**src/verilog/core_settings.svh**
```systemverilog
// *********************************************************************
// rv32i core widths and opcodes
// *********************************************************************
`ifndef CORE_SETTINGS_SVH
`define CORE_SETTINGS_SVH

`define CORE_XLEN       32
`define CORE_NUM_REGS   32
`define CORE_REG_AW     5
`define CORE_RESET_PC   32'h8000_0000

// major opcodes, inst[6:0]
`define CORE_OPC_OP      7'b0110011
`define CORE_OPC_OP_IMM  7'b0010011
`define CORE_OPC_LUI     7'b0110111
`define CORE_OPC_AUIPC   7'b0010111
`define CORE_OPC_JAL     7'b1101111
`define CORE_OPC_JALR    7'b1100111
`define CORE_OPC_BRANCH  7'b1100011

`endif

```
**src/verilog/core_pkg.sv**
```systemverilog
// *********************************************************************
// rv32i core shared types
// *********************************************************************
`default_nettype none
`include "core_settings.svh"

package core_pkg;

    typedef logic [`CORE_XLEN-1:0]   word_t;
    typedef logic [`CORE_REG_AW-1:0] reg_addr_t;

    // instruction format, picked from the opcode
    typedef enum logic [2:0] {
        TYPE_R,
        TYPE_I,
        TYPE_S,
        TYPE_B,
        TYPE_U,
        TYPE_J,
        TYPE_N     // no operands, retires as a no-op
    } inst_type_t;

    typedef enum logic [3:0] {
        ALU_ADD,
        ALU_SUB,
        ALU_SLL,
        ALU_SLT,
        ALU_SLTU,
        ALU_XOR,
        ALU_SRL,
        ALU_SRA,
        ALU_OR,
        ALU_AND
    } alu_op_t;

endpackage

`default_nettype wire

```
**src/verilog/alu.sv**
```systemverilog
// *********************************************************************
// integer alu
// *********************************************************************
`timescale 1ns/100ps
`default_nettype none

module alu (
    input  wire core_pkg::word_t   a,
    input  wire core_pkg::word_t   b,
    input  wire core_pkg::alu_op_t op,
    output core_pkg::word_t        result
);

    logic [4:0] shamt;

    assign shamt = b[4:0];  // rv32 shifts use 5 bits

    always_comb begin
        unique case (op)
            core_pkg::ALU_ADD:  result = a + b;
            core_pkg::ALU_SUB:  result = a - b;
            core_pkg::ALU_SLL:  result = a << shamt;
            core_pkg::ALU_SLT:  result = core_pkg::word_t'($signed(a) < $signed(b));
            core_pkg::ALU_SLTU: result = core_pkg::word_t'(a < b);
            core_pkg::ALU_XOR:  result = a ^ b;
            core_pkg::ALU_SRL:  result = a >> shamt;
            core_pkg::ALU_SRA:  result = $unsigned($signed(a) >>> shamt);  // keeps the sign bit
            core_pkg::ALU_OR:   result = a | b;
            core_pkg::ALU_AND:  result = a & b;
            default:            result = a + b;
        endcase
    end

endmodule

`default_nettype wire

```
**src/verilog/fetch_unit.sv**
```systemverilog
// *********************************************************************
// instruction fetch and pc register
// *********************************************************************
`timescale 1ns/100ps
`default_nettype none
`include "core_settings.svh"

module fetch_unit (
    input  wire                  clk,
    input  wire                  reset,
    input  wire                  inst_valid,
    input  wire                  retire_valid,
    input  wire core_pkg::word_t retire_next_pc,
    output logic                 inst_req,
    output core_pkg::word_t      pc,
    output logic                 dec_start
);

    typedef enum logic {
        IDLE,
        WAIT
    } state_t;

    state_t state;
    logic   boot;   // high until the first request goes out

    always_ff @(posedge clk) begin
        if (reset) begin
            state    <= IDLE;
            boot     <= 1'b1;
            inst_req <= 1'b0;
        end else begin
            boot     <= 1'b0;
            inst_req <= boot || retire_valid;  // re-arm the cycle after retire
            unique case (state)
                IDLE:    if (inst_req) state <= WAIT;
                WAIT:    if (inst_valid) state <= IDLE;
                default: state <= IDLE;
            endcase
        end
    end

    // pc holds from request until the instruction retires
    always_ff @(posedge clk) begin
        if (reset) begin
            pc <= `CORE_RESET_PC;
        end else if (retire_valid) begin
            pc <= retire_next_pc;  // sequential or jump target, resolved in execute
        end
    end

    assign dec_start = inst_valid && (state == WAIT);

    // one instruction in flight, responses outside the wait window are stray
    a_valid_only_in_wait: assert property (
        @(posedge clk) disable iff (reset) inst_valid |-> state == WAIT
    ) else $error("inst_valid arrived while fetch was not waiting");

endmodule

`default_nettype wire

```
**src/verilog/decode_unit.sv**
```systemverilog
// *********************************************************************
// instruction decode stage
// *********************************************************************
`timescale 1ns/100ps
`default_nettype none
`include "core_settings.svh"

module decode_unit (
    input  wire                   clk,
    input  wire                   reset,
    input  wire                   dec_start,
    input  wire core_pkg::word_t  inst,
    input  wire core_pkg::word_t  pc,
    output core_pkg::reg_addr_t   rs1_addr,
    output core_pkg::reg_addr_t   rs2_addr,
    input  wire core_pkg::word_t  rs1_data,
    input  wire core_pkg::word_t  rs2_data,
    output logic                  dec_valid,
    output core_pkg::word_t       dec_pc,
    output logic [2:0]            dec_funct3,
    output logic [6:0]            dec_opcode,
    output core_pkg::inst_type_t  dec_type,
    output core_pkg::alu_op_t     dec_alu_op,
    output core_pkg::word_t       dec_imm,
    output core_pkg::reg_addr_t   dec_rd,
    output core_pkg::word_t       dec_src1,
    output core_pkg::word_t       dec_src2
);

    logic [6:0]           opcode;
    logic [2:0]           funct3;
    logic [6:0]           funct7;
    core_pkg::inst_type_t inst_type;
    core_pkg::alu_op_t    alu_op;
    core_pkg::word_t      imm;

    assign opcode   = inst[6:0];
    assign funct3   = inst[14:12];
    assign funct7   = inst[31:25];
    assign rs1_addr = inst[19:15];  // straight to the register file read ports
    assign rs2_addr = inst[24:20];

    always_comb begin
        unique case (opcode)
            `CORE_OPC_OP:                      inst_type = core_pkg::TYPE_R;
            `CORE_OPC_OP_IMM, `CORE_OPC_JALR:  inst_type = core_pkg::TYPE_I;
            `CORE_OPC_BRANCH:                  inst_type = core_pkg::TYPE_B;
            `CORE_OPC_LUI, `CORE_OPC_AUIPC:    inst_type = core_pkg::TYPE_U;
            `CORE_OPC_JAL:                     inst_type = core_pkg::TYPE_J;
            default:                           inst_type = core_pkg::TYPE_N;
        endcase
    end

    // sign-extended immediates per format
    always_comb begin
        unique case (inst_type)
            core_pkg::TYPE_I: imm = {{20{inst[31]}}, inst[31:20]};
            core_pkg::TYPE_S: imm = {{20{inst[31]}}, inst[31:25], inst[11:7]};
            core_pkg::TYPE_B: imm = {{20{inst[31]}}, inst[7], inst[30:25], inst[11:8], 1'b0};
            core_pkg::TYPE_U: imm = {inst[31:12], 12'b0};
            core_pkg::TYPE_J: imm = {{12{inst[31]}}, inst[19:12], inst[20], inst[30:21], 1'b0};
            default:          imm = '0;
        endcase
    end

    // everything outside OP / OP-IMM uses the adder
    always_comb begin
        alu_op = core_pkg::ALU_ADD;
        if (opcode == `CORE_OPC_OP || opcode == `CORE_OPC_OP_IMM) begin
            unique case (funct3)
                3'b000: if (inst_type == core_pkg::TYPE_R && funct7[5]) alu_op = core_pkg::ALU_SUB;
                3'b001: alu_op = core_pkg::ALU_SLL;
                3'b010: alu_op = core_pkg::ALU_SLT;
                3'b011: alu_op = core_pkg::ALU_SLTU;
                3'b100: alu_op = core_pkg::ALU_XOR;
                3'b101: alu_op = funct7[5] ? core_pkg::ALU_SRA : core_pkg::ALU_SRL;
                3'b110: alu_op = core_pkg::ALU_OR;
                3'b111: alu_op = core_pkg::ALU_AND;
                default: alu_op = core_pkg::ALU_ADD;
            endcase
        end
    end

    always_ff @(posedge clk) begin
        if (reset) dec_valid <= 1'b0;
        else dec_valid <= dec_start;
    end

    // decode stage register, loaded once per accepted instruction
    always_ff @(posedge clk) begin
        if (dec_start) begin
            dec_pc     <= pc;
            dec_funct3 <= funct3;
            dec_opcode <= opcode;
            dec_type   <= inst_type;
            dec_alu_op <= alu_op;
            dec_imm    <= imm;
            dec_rd     <= inst[11:7];
            dec_src1   <= rs1_data;
            dec_src2   <= rs2_data;
        end
    end

endmodule

`default_nettype wire

```
**src/verilog/reg_file.sv**
```systemverilog
// *********************************************************************
// general purpose register file
// *********************************************************************
`timescale 1ns/100ps
`default_nettype none
`include "core_settings.svh"

module reg_file (
    input  wire                      clk,
    input  wire                      reset,
    input  wire                      wen,
    input  wire core_pkg::reg_addr_t waddr,
    input  wire core_pkg::word_t     wdata,
    input  wire core_pkg::reg_addr_t raddr1,
    input  wire core_pkg::reg_addr_t raddr2,
    output core_pkg::word_t          rdata1,
    output core_pkg::word_t          rdata2
);

    core_pkg::word_t regs [`CORE_NUM_REGS];

    always_ff @(posedge clk) begin
        if (reset) begin
            for (int i = 0; i < `CORE_NUM_REGS; i++) begin
                regs[i] <= '0;
            end
        end else if (wen) begin
            regs[waddr] <= wdata;
        end
    end

    // x0 reads as zero
    assign rdata1 = (raddr1 == '0) ? '0 : regs[raddr1];
    assign rdata2 = (raddr2 == '0) ? '0 : regs[raddr2];

    // execute filters rd == 0 out of the retire write enable
    a_no_x0_write: assert property (
        @(posedge clk) disable iff (reset) wen |-> waddr != '0
    ) else $error("write to x0 reached the register file");

endmodule

`default_nettype wire

```
**src/verilog/execute_unit.sv**
```systemverilog
// *********************************************************************
// execute and writeback stage
// *********************************************************************
`timescale 1ns/100ps
`default_nettype none
`include "core_settings.svh"

module execute_unit (
    input  wire                       clk,
    input  wire                       reset,
    input  wire                       dec_valid,
    input  wire core_pkg::word_t      dec_pc,
    input  wire [2:0]                 dec_funct3,
    input  wire [6:0]                 dec_opcode,
    input  wire core_pkg::inst_type_t dec_type,
    input  wire core_pkg::alu_op_t    dec_alu_op,
    input  wire core_pkg::word_t      dec_imm,
    input  wire core_pkg::reg_addr_t  dec_rd,
    input  wire core_pkg::word_t      dec_src1,
    input  wire core_pkg::word_t      dec_src2,
    output logic                      retire_valid,
    output core_pkg::word_t           retire_pc,
    output logic                      retire_we,
    output core_pkg::reg_addr_t       retire_rd,
    output core_pkg::word_t           retire_wdata,
    output core_pkg::word_t           retire_next_pc
);

    core_pkg::word_t alu_a;
    core_pkg::word_t alu_b;
    core_pkg::word_t alu_result;
    core_pkg::word_t link;
    core_pkg::word_t next_pc;
    core_pkg::word_t wdata;
    logic            taken;
    logic            writes;

    alu u_alu (
        .a      (alu_a),
        .b      (alu_b),
        .op     (dec_alu_op),
        .result (alu_result)
    );

    // operand select, R type and no-ops keep rs1/rs2
    always_comb begin
        alu_a = dec_src1;
        alu_b = dec_src2;
        unique case (dec_type)
            core_pkg::TYPE_I: alu_b = dec_imm;
            core_pkg::TYPE_U: begin
                alu_a = (dec_opcode == `CORE_OPC_LUI) ? '0 : dec_pc;
                alu_b = dec_imm;
            end
            core_pkg::TYPE_B, core_pkg::TYPE_J: begin
                alu_a = dec_pc;   // adder forms the pc-relative target
                alu_b = dec_imm;
            end
            default: ;
        endcase
    end

    always_comb begin
        unique case (dec_funct3)
            3'b000:  taken = (dec_src1 == dec_src2);                   // beq
            3'b001:  taken = (dec_src1 != dec_src2);                   // bne
            3'b100:  taken = ($signed(dec_src1) < $signed(dec_src2));  // blt
            3'b101:  taken = ($signed(dec_src1) >= $signed(dec_src2)); // bge
            3'b110:  taken = (dec_src1 < dec_src2);                    // bltu
            3'b111:  taken = (dec_src1 >= dec_src2);                   // bgeu
            default: taken = 1'b0;
        endcase
    end

    assign link = dec_pc + 32'd4;

    // next pc and writeback choice
    always_comb begin
        next_pc = link;
        wdata   = alu_result;
        writes  = 1'b0;
        unique case (dec_type)
            core_pkg::TYPE_R, core_pkg::TYPE_U: writes = 1'b1;
            core_pkg::TYPE_I: begin
                writes = 1'b1;
                if (dec_opcode == `CORE_OPC_JALR) begin
                    next_pc = {alu_result[`CORE_XLEN-1:1], 1'b0};
                    wdata   = link;
                end
            end
            core_pkg::TYPE_J: begin
                writes  = 1'b1;
                next_pc = alu_result;
                wdata   = link;
            end
            core_pkg::TYPE_B: if (taken) next_pc = alu_result;
            default: ;  // unknown opcodes fall through as no-ops
        endcase
    end

    always_ff @(posedge clk) begin
        if (reset) begin
            retire_valid <= 1'b0;
            retire_we    <= 1'b0;
        end else begin
            retire_valid <= dec_valid;
            retire_we    <= dec_valid && writes && (dec_rd != '0);  // pulses with retire_valid
        end
    end

    always_ff @(posedge clk) begin
        if (dec_valid) begin
            retire_pc      <= dec_pc;
            retire_rd      <= dec_rd;
            retire_wdata   <= wdata;
            retire_next_pc <= next_pc;
        end
    end

    // single issue, fetch cannot refill decode fast enough for back-to-back retires
    a_retire_single: assert property (
        @(posedge clk) disable iff (reset) retire_valid |=> !retire_valid
    ) else $error("retire_valid held for two cycles");

endmodule

`default_nettype wire

```
**src/verilog/core_top.sv**
```systemverilog
// *********************************************************************
// rv32i core top
// *********************************************************************
`timescale 1ns/100ps
`default_nettype none

module core_top (
    input  wire                  clk,
    input  wire                  reset,
    output logic                 inst_req,
    output core_pkg::word_t      pc,
    input  wire                  inst_valid,
    input  wire core_pkg::word_t inst,
    output logic                 retire_valid,
    output core_pkg::word_t      retire_pc,
    output logic                 retire_we,
    output core_pkg::reg_addr_t  retire_rd,
    output core_pkg::word_t      retire_wdata,
    output core_pkg::word_t      retire_next_pc
);

    logic                 dec_start;
    core_pkg::reg_addr_t  rs1_addr;
    core_pkg::reg_addr_t  rs2_addr;
    core_pkg::word_t      rs1_data;
    core_pkg::word_t      rs2_data;
    logic                 dec_valid;
    core_pkg::word_t      dec_pc;
    logic [2:0]           dec_funct3;
    logic [6:0]           dec_opcode;
    core_pkg::inst_type_t dec_type;
    core_pkg::alu_op_t    dec_alu_op;
    core_pkg::word_t      dec_imm;
    core_pkg::reg_addr_t  dec_rd;
    core_pkg::word_t      dec_src1;
    core_pkg::word_t      dec_src2;

    fetch_unit u_fetch_unit (
        .clk            (clk),
        .reset          (reset),
        .inst_valid     (inst_valid),
        .retire_valid   (retire_valid),
        .retire_next_pc (retire_next_pc),
        .inst_req       (inst_req),
        .pc             (pc),
        .dec_start      (dec_start)
    );

    decode_unit u_decode_unit (
        .clk        (clk),
        .reset      (reset),
        .dec_start  (dec_start),
        .inst       (inst),
        .pc         (pc),
        .rs1_addr   (rs1_addr),
        .rs2_addr   (rs2_addr),
        .rs1_data   (rs1_data),
        .rs2_data   (rs2_data),
        .dec_valid  (dec_valid),
        .dec_pc     (dec_pc),
        .dec_funct3 (dec_funct3),
        .dec_opcode (dec_opcode),
        .dec_type   (dec_type),
        .dec_alu_op (dec_alu_op),
        .dec_imm    (dec_imm),
        .dec_rd     (dec_rd),
        .dec_src1   (dec_src1),
        .dec_src2   (dec_src2)
    );

    // retire_we only pulses alongside retire_valid
    reg_file u_reg_file (
        .clk    (clk),
        .reset  (reset),
        .wen    (retire_we),
        .waddr  (retire_rd),
        .wdata  (retire_wdata),
        .raddr1 (rs1_addr),
        .raddr2 (rs2_addr),
        .rdata1 (rs1_data),
        .rdata2 (rs2_data)
    );

    execute_unit u_execute_unit (
        .clk            (clk),
        .reset          (reset),
        .dec_valid      (dec_valid),
        .dec_pc         (dec_pc),
        .dec_funct3     (dec_funct3),
        .dec_opcode     (dec_opcode),
        .dec_type       (dec_type),
        .dec_alu_op     (dec_alu_op),
        .dec_imm        (dec_imm),
        .dec_rd         (dec_rd),
        .dec_src1       (dec_src1),
        .dec_src2       (dec_src2),
        .retire_valid   (retire_valid),
        .retire_pc      (retire_pc),
        .retire_we      (retire_we),
        .retire_rd      (retire_rd),
        .retire_wdata   (retire_wdata),
        .retire_next_pc (retire_next_pc)
    );

endmodule

`default_nettype wire

```
**config.mk**
```make
export PLATFORM = sky130hd
export DESIGN_NAME = core_top
export DESIGN_NICKNAME = d
export VERILOG_FILES = /design/src/verilog/core_pkg.sv /design/src/verilog/alu.sv /design/src/verilog/fetch_unit.sv /design/src/verilog/decode_unit.sv /design/src/verilog/reg_file.sv /design/src/verilog/execute_unit.sv /design/src/verilog/core_top.sv
export VERILOG_INCLUDE_DIRS = /design/src /design/src/verilog
export SDC_FILE = /design/constraint.sdc
export NUM_CORES = 2
export LEC_CHECK = 0
export ABC_AREA = 1
export BUFFER_PORTS_ARGS = -buffer_cell sky130_fd_sc_hd__buf_2
export CORE_MARGIN = 4
export CORE_UTILIZATION = 32
export CTS_BUF_LIST = sky130_fd_sc_hd__clkbuf_4
export CTS_CLUSTER_DIAMETER = 120
export DETAILED_ROUTE_END_ITERATION = 6
export PLACE_DENSITY = 0.53
export SLEW_MARGIN = 20
export SYNTH_ARGS = -nofsm -noshare
export SYNTH_HDL_FRONTEND = slang
export SYNTH_SLANG_ARGS = --single-unit
```
**constraint.sdc**
```tcl
create_clock -name clk -period 15.6 [get_ports clk]
set_clock_uncertainty 0.05 [all_clocks]
set_input_delay 4.68 -clock clk [delete_from_list [all_inputs] [get_ports clk]]
set_output_delay 4.68 -clock clk [all_outputs]
set_load 0.1 [all_outputs]
```
; After elaboration in Yosys (flattened, before gate mapping)
; Memories as Yosys holds them, arrays and structs flattened. A register that Yosys moved wholly into a read port is not among the register bits.
; Index checks and enable logic that the tools add are counted.
[op_classes]
reduce_logical = 19
bitwise_logic = 4
shifts = 3
n_addsub = 3
eq_ne = 41
mux = 27
magnitude_cmp = 6
[ops]
columns = operator, count
row1 = 32-bit one-hot mux with 9 select lines, 1
row2 = 32-bit 2-to-1 mux, 6
row3 = 32-bit one-hot mux with 5 select lines, 1
row4 = 32-bit less-than comparator, 4
row5 = 32-bit one-hot mux with 2 select lines, 2
row6 = 32-bit one-hot mux with 3 select lines, 1
row7 = 32-bit greater-or-equal comparator, 2
row8 = 3-bit equality test (second input constant), 12
row9 = 32-bit by 3-bit adder with 32-bit output (second input constant), 1
row10 = 32-bit adder, 1
row11 = 32-bit bitwise AND, 1
row12 = 32-bit equality test, 1
row13 = 32-bit inequality test, 1
row14 = 32-bit bitwise OR, 1
row15 = 4-bit one-hot mux with 8 select lines, 1
row16 = 32-bit OR reduction, 1
row17 = 32-bit by 5-bit << shifter with 32-bit output, 1
row18 = 32-bit by 5-bit >> shifter with 32-bit output, 1
row19 = 32-bit by 5-bit >>> shifter with 32-bit output, 1
row20 = 32-bit subtractor, 1
row21 = 32-bit XOR, 1
row22 = 7-bit equality test (second input constant), 4
row23 = 7-bit by 6-bit equality test with 1-bit output (second input constant), 3
row24 = 4-bit by 3-bit equality test with 1-bit output (second input constant), 4
row25 = other kinds (19), 50
[totals]
in_bits = 35
ff_bits = 225
ram_bits = 1024
elab_cells = 122
mem_count = 1
out_inout_bits = 136
[mem_list]
columns = name, words, width, rd, rd_clocked_by_memory_dff, wr, line
row1 = u_reg_file.regs, 32, 32, 2, 2, 32, reg_file.sv:20  ; core_pkg::word_t regs [`CORE_NUM_REGS];

; Depth between registers and ports, before layout
[logic_depth]
depth_word = 7
ltp_mapped = 27
mapped_depth_nobuf = 26

; Cells and area by module
; A second synthesis with hierarchy kept.
[hier_totals]
cells_unflattened = 10788
hier_area_um2 = 81615.8
[by_module_without_submodules]
columns = mod, cells_per_inst, area_per_inst_um2, seq_area_each_um2, n_inst
row1 = reg_file, 7281, 57591.5, 30749.5, 1
row2 = alu, 2022, 9835.7, 0.0, 1
row3 = execute_unit, 927, 7229.4, 3072.9, 1
row4 = decode_unit, 346, 5557.8, 4524.3, 1
row5 = fetch_unit, 212, 1401.3, 700.7, 1

; Worst setup path before layout
; No wires, ideal clock.
[synth_timing]
path_kind = input port to flip-flop
from = input inst_valid
to = register u_decode_unit.dec_alu_op[0], enable pin
n_path_buf = 0
setup_ps = 504
arrival_ps = 7651
slack_ps = 7395
stages = 2
t_required_ps = 15046
path_cell_list = nand2_1 > inv_1
[synth_between]
elab_chain_len = 1
[synth_rtl]
columns = element, line
row1 = from (decl), core_top.sv:12  ; input wire inst_valid,
row2 = 1-bit logical AND, fetch_unit.sv:52  ; assign dec_start = inst_valid && (state == WAIT);
row3 = named net dec_start, core_top.sv:22  ; logic dec_start;
row4 = to (signal assigned), decode_unit.sv:96  ; dec_alu_op <= alu_op;
row5 = to (decl), decode_unit.sv:23  ; output core_pkg::alu_op_t dec_alu_op,
; The timed path passes the listed nets, and every way through them passes these cells.
; A chain may end at the register's enable or synchronous reset.

; Worst setup path in the final report
[layout_timing]
from = input inst[16]
to = register u_decode_unit.dec_src1[23], read port of u_reg_file.regs (data pin)
[layout_between]
elab_chain_len = 1
[layout_rtl]
columns = element, line
row1 = from (decl), core_top.sv:13  ; input wire core_pkg::word_t inst,
row2 = 5-bit logical NOT, reg_file.sv:33  ; assign rdata1 = (raddr1 == '0) ? '0 : regs[raddr1];
row3 = to (decl), decode_unit.sv:26  ; output core_pkg::word_t dec_src1,
; Parallel ways exist; a longest one is shown, timed or not.

==> results by stage <==
Logic synthesis:
- The mapped netlist covers between 70000 and 80000 sq um.
- The share of synthesized area in the top cell type comes to 0.500.
- The synthesized design contains 1275 enable-type register cells.
- The net count after synthesis is 9407.
- The register area share after synthesis is 0.510.
- Yosys mapped the design onto between 50 and 60 distinct sky130hd cell types.
- Yosys printed 0 warnings.
- The flip-flop and latch count after synthesis is 1313.
- The mean instance size in the synthesized netlist is 8.29 sq um.
- The predominant post-synthesis flop cell is sky130_fd_sc_hd__edfxtp_1.
- Counting flops with an async set or reset pin after synthesis yields a share of 0.
- In the post-synthesis netlist, the biggest area contributors are sky130_fd_sc_hd__edfxtp_1 (50%), sky130_fd_sc_hd__nor2_1 (9.8%), sky130_fd_sc_hd__o21ai_0 (8.7%), sky130_fd_sc_hd__nand3_1 (4.9%), sky130_fd_sc_hd__nand2_1 (4.7%).
- The number of cells produced by synthesis is 9240.
- The synthesized design spends more area on one cell type than any other, namely sky130_fd_sc_hd__edfxtp_1.

Clock tree:
- CTS built an H-tree with a depth of 5.
- The number of buffers created by CTS is roughly 400.
- The clock net in this run drives a total of about 1300 sinks.
- In this run the deepest clock path goes through 4 buffers.
- After clock tree synthesis, the clock-pin slew on the worst setup and hold paths is ~0.06 ns.
- The buffers inserted during post-CTS setup optimization is 0.
- For the worst-skew pair, the clock arrives at the later sink with an insertion delay of 1.48 ns.
- The post-cts gate resize count is 0.
- Hold repair after CTS inserted 0 buffers.
- The cell sitting at the root of the clock tree is a sky130_fd_sc_hd__clkbuf_4.
- The clock tree from TritonCTS is yes.

STA:
- The number of setup violations in the final report is 0.
- Derived from the worst setup path, the maximum achievable clock frequency is 133 MHz.
- The worst pin sits at a relative slew slack of 0.108.
- The final-layout setup total negative slack is 0 ns.
- The count of final hold-check violations is 0.
- For the finished layout, the period the worst path requires is 7.54 ns.
- The number of max-slew violations in the final report came to 0.
- Setup repair after global routing left no endpoint under its margin.
- The tightest hold path in the finished design has a slack of ~0.33 ns.
- The actual transition at the worst max-transition pin is 1.32 ns.
- Dividing the final minimum period by the clock period gives 0.483.

Power and ir drop:
- The worst voltage drop across the vdd grid is 58.9 uV.
- The share of total power dissipated in the clock network is 0.389.
- The share of total power dissipated in sequential elements is 0.469.
- The internal power is 5.98 mW.
- Dividing total power by cell area gives a power density of ~100 nW/um^2.
- The switching part of the total is 0.307.
- The standby leakage power is between 30 and 40 nW.
- Summed over all nets, the switching power comes to 2.65 mW.
- Of the total power, combinational logic draws 0.142.

Drt:
- The total routed wirelength is around 380000 microns.
- The detailed-route via count is 76700.
- The count of nets left with antenna violations once routing finished came out at 0.
- For this run, the detailed router's first-pass iteration total came to 7.
- The detailed router finished its first iteration with 12400 violations.
- In the routed layout, each cell is associated on average with a via count of 6.05.
- The post-detailed-route DRC marker count is 4.
- After detailed routing, the average wire length per cell comes to 30.2 microns.

GRT:
- Entering global routing, the biggest net connects roughly 170 pins.
- For met3 alone, demand over resource in global routing was 0.0750.
- In the global route stage, met2 resource usage came out at 0.447.
- The most used routing layer is met2.
- The first global-routing pass estimated around 530000 microns of wire.
- The number of antenna violations at the first check in global routing was 33.
- After global routing the overflow that remains totals 0.
- The total global routing track utilization is 0.296.
- The via count of the first global-routing pass is 71000.
- The global-route met1 utilization is 0.391.

Layout:
- The leading cell type in the layout, fill and taps excluded is sky130_fd_sc_hd__nor2_1.
- Once layout is complete, the utilization of the core stands at 0.357.
- The top cell types in the final layout, fill and taps aside, are sky130_fd_sc_hd__nor2_1 (1989), sky130_fd_sc_hd__o21ai_0 (1326), sky130_fd_sc_hd__edfxtp_1 (1275), sky130_fd_sc_hd__nand2_1 (898), sky130_fd_sc_hd__nand3_1 (749).
- The sequential cell area is 39100 sq um.
- In the final layout, the share of cells above drive strength 1 is 0.113.
- The net count reported at finish is ~9400.
- The multi-input combinational cells in the finished layout cover a total of 32800 sq um.
- The register with the most flip-flops in the final layout is u_reg_file.regs.
- The total of fill cells in the finished design is 24500.
- The area growth from synthesis to final layout is 11.1%.
- The register with the most flip-flops in the layout has a little over 1000 of them.

Setup path:
- The cell family contributing the most delay on the critical path is buffers and inverters.
- The number of buffer and inverter instances along the worst setup path is 3.
- The standard cell with the maximum stage delay on the critical path is sky130_fd_sc_hd__buf_4.
- The total number of cells along the worst setup path is 9.
- The critical path data required time is 16.61 ns.
- The count of cells along the worst register-to-register path is 21.
- The worst setup path is launched from an input pin.
- On the worst path, the slowest cell contributes a delay of 0.76 ns.
- The endpoint identified for the worst register-to-register timing path is u_execute_unit.retire_wdata[28]$_DFFE_PP_.
- Of all nets on the critical path, the largest fanout is between 100 and 150.
- The beginning of the critical path is inst[16].
- The startpoint of the lowest-slack register-to-register path is u_decode_unit.dec_type[1]$_DFFE_PP_.
- The classification of the worst setup path is in -> reg.
- Traced cell by cell, the critical path runs through buf_8, buf_4, buf_12, o21ai_0, o21ai_0, o211ai_1, nand2_1, nand2_1, a31oi_1.
- The setup check on the worst reg-to-reg path leaves a slack of 8.15 ns.
- Following the worst setup path forward leads to its endpoint at u_decode_unit.dec_src1[23]$_SDFFCE_PN0P_.
- Data on the critical path arrives at its endpoint at 8.55 ns.
- The sort of element at the end of the critical path is a flop.

Floorplan:
- The die width is 497 microns.
- The die covers 247000 sq um.
- The floorplan step defined a core boundary enclosing between 200000 and 250000 sq um.
- The floorplan step set the die height to 497 microns.
- The I/O pin total is 171.
- The count of standard-cell rows is ~180.
- The initial core utilization is 0.322.

Run status:
- The checks that failed: DRC.
- The run finished, with violations left.

Placed design:
- Port buffering added between 150 and 200 buffers.
- The HPWL after detailed placement is 241000 microns.
- The routability congestion estimate is a little under 1.

Run:
- Max-cap violations in this run came to 0.

Worst hold path:
- The class of the tightest hold or removal check is reg -> reg.
-- per-layer routing --
metal / routed length, microns / part of all wire / vias up
li1: - / - / 32600
met1: 149000 / 0.39 / 37200
met2: 166000 / 0.43 / 5724
met3: 45900 / 0.12 / 1104
met4: 22500 / 0.059 / 22
met5: 161 / 0.00042 / -
-- power groups by stage --
stage	Sequential, mW	Combinational [mW]	Clock [mW]
6_report	4.05	1.23	3.36
3_3_place_gp	4.12	1.17	0
5_1_grt	4.06	1.29	3.60
3_5_place_dp	4.12	1.18	0
2_1_floorplan	4.13	0.662	0
4_1_cts	4.05	1.18	3.41
-- layout make-up --
cell class	count	area share
Sequential cell	1313	0.459
Tap cell	3167	0.0466
Multi-Input combinational cell	6591	0.385
Inverter	565	0.0254
Clock buffer	557	0.0491
Timing Repair Buffer	345	0.0267
Clock inverter	119	0.00741
Antenna cell	19	0.000559
-- synthesized netlist by cell type (4+ instances only) --
cell / instances
sky130_fd_sc_hd__a21boi_0: 6
sky130_fd_sc_hd__a221oi_1: 56
sky130_fd_sc_hd__a31oi_1: 65
sky130_fd_sc_hd__o2111ai_1: 10
sky130_fd_sc_hd__or2_2: 10
sky130_fd_sc_hd__a21o_1: 7
sky130_fd_sc_hd__nand2_2: 6
sky130_fd_sc_hd__o221ai_1: 153
sky130_fd_sc_hd__xnor2_1: 5
sky130_fd_sc_hd__o211ai_1: 171
sky130_fd_sc_hd__buf_1: 34
sky130_fd_sc_hd__xor2_1: 30
sky130_fd_sc_hd__nand3_1: 749
sky130_fd_sc_hd__buf_4: 7
sky130_fd_sc_hd__a2bb2oi_1: 11
sky130_fd_sc_hd__o21ai_0: 1329
sky130_fd_sc_hd__nand3b_1: 11
sky130_fd_sc_hd__o21ai_2: 4
sky130_fd_sc_hd__inv_1: 537
sky130_fd_sc_hd__nor3_1: 45
sky130_fd_sc_hd__nor2_1: 1995
sky130_fd_sc_hd__o22ai_1: 135
sky130_fd_sc_hd__o31ai_1: 4
sky130_fd_sc_hd__a21oi_1: 513
sky130_fd_sc_hd__clkinv_1: 5
sky130_fd_sc_hd__buf_6: 4
sky130_fd_sc_hd__o21a_1: 8
sky130_fd_sc_hd__buf_2: 37
sky130_fd_sc_hd__nor2_2: 10
sky130_fd_sc_hd__clkbuf_1: 689
sky130_fd_sc_hd__edfxtp_1: 1275
sky130_fd_sc_hd__inv_2: 23
sky130_fd_sc_hd__nand3_2: 5
sky130_fd_sc_hd__ha_1: 130
sky130_fd_sc_hd__o21ai_1: 24
sky130_fd_sc_hd__o21bai_1: 12
sky130_fd_sc_hd__dfxtp_1: 38
sky130_fd_sc_hd__nand2_1: 950
sky130_fd_sc_hd__a211oi_1: 14
sky130_fd_sc_hd__nor4_1: 12
sky130_fd_sc_hd__nand4_1: 89
-- worst register-to-register path: stages, from the launching register on --
cell,delay (ns)
sky130_fd_sc_hd__edfxtp_1,0.57
sky130_fd_sc_hd__inv_2,0.19
sky130_fd_sc_hd__nand2_2,0.37
sky130_fd_sc_hd__nand2_1,0.12
sky130_fd_sc_hd__nand2_2,0.07
sky130_fd_sc_hd__buf_4,0.37
sky130_fd_sc_hd__nand3_1,0.62
sky130_fd_sc_hd__nand3_1,0.45
sky130_fd_sc_hd__nand2_1,0.20
sky130_fd_sc_hd__ha_1,0.47
sky130_fd_sc_hd__inv_1,0.20
sky130_fd_sc_hd__nand3_1,0.13
sky130_fd_sc_hd__nand2_1,0.12
sky130_fd_sc_hd__nand2_1,0.09
sky130_fd_sc_hd__nand2_1,0.10
sky130_fd_sc_hd__a21oi_1,0.42
sky130_fd_sc_hd__o21ai_0,0.39
sky130_fd_sc_hd__a21boi_0,0.82
sky130_fd_sc_hd__o21ai_0,0.29
sky130_fd_sc_hd__o21ai_0,0.65
sky130_fd_sc_hd__nand3_1,0.13
sky130_fd_sc_hd__o21ai_0,0.26
-- how the worst min path moves through the flow --
stage,slack (ns),cells past startpoint,from,endpoint
floorplan,0.36,2,u_fetch_unit.boot$_DFF_P_,u_fetch_unit.inst_req$_SDFF_PP0_
global placement,0.37,0,u_decode_unit.dec_rd[4]$_DFFE_PP_,u_execute_unit.retire_rd[4]$_DFFE_PP_
detailed placement,0.38,0,u_decode_unit.dec_rd[2]$_DFFE_PP_,u_execute_unit.retire_rd[2]$_DFFE_PP_
CTS,0.30,0,u_decode_unit.dec_rd[3]$_DFFE_PP_,u_execute_unit.retire_rd[3]$_DFFE_PP_
global route,0.36,0,u_decode_unit.dec_rd[3]$_DFFE_PP_,u_execute_unit.retire_rd[3]$_DFFE_PP_
finish,0.33,0,u_decode_unit.dec_rd[3]$_DFFE_PP_,u_execute_unit.retire_rd[3]$_DFFE_PP_
-- cell families after synthesis --
| kind of cell | share of synthesized area |
|---|---|
| compound gates | 0.188 |
| flops | 0.510 |
| fa+ha+maj | 0.0218 |
| simple gates | 0.210 |
| buf+inv | 0.0668 |
| xor+xnor | 0.00400 |
-- per-stage QoR --
step / power (mW) / cell area [sq um] / cells / setup slack [ns]
after detailed placement: 5.30 / 80200 / 12000 / 6.86
after global routing: 8.94 / 85100 / 12700 / 8.05
final: 8.64 / 85100 / 12700 / 8.06
after CTS: 8.64 / 85000 / 12700 / 8.12
after floorplan: 4.80 / 76600 / 9240 / 7.39
after global placement: 5.29 / 80200 / 12000 / 6.77
No activity file was read; power rests on OpenSTA's default activity.
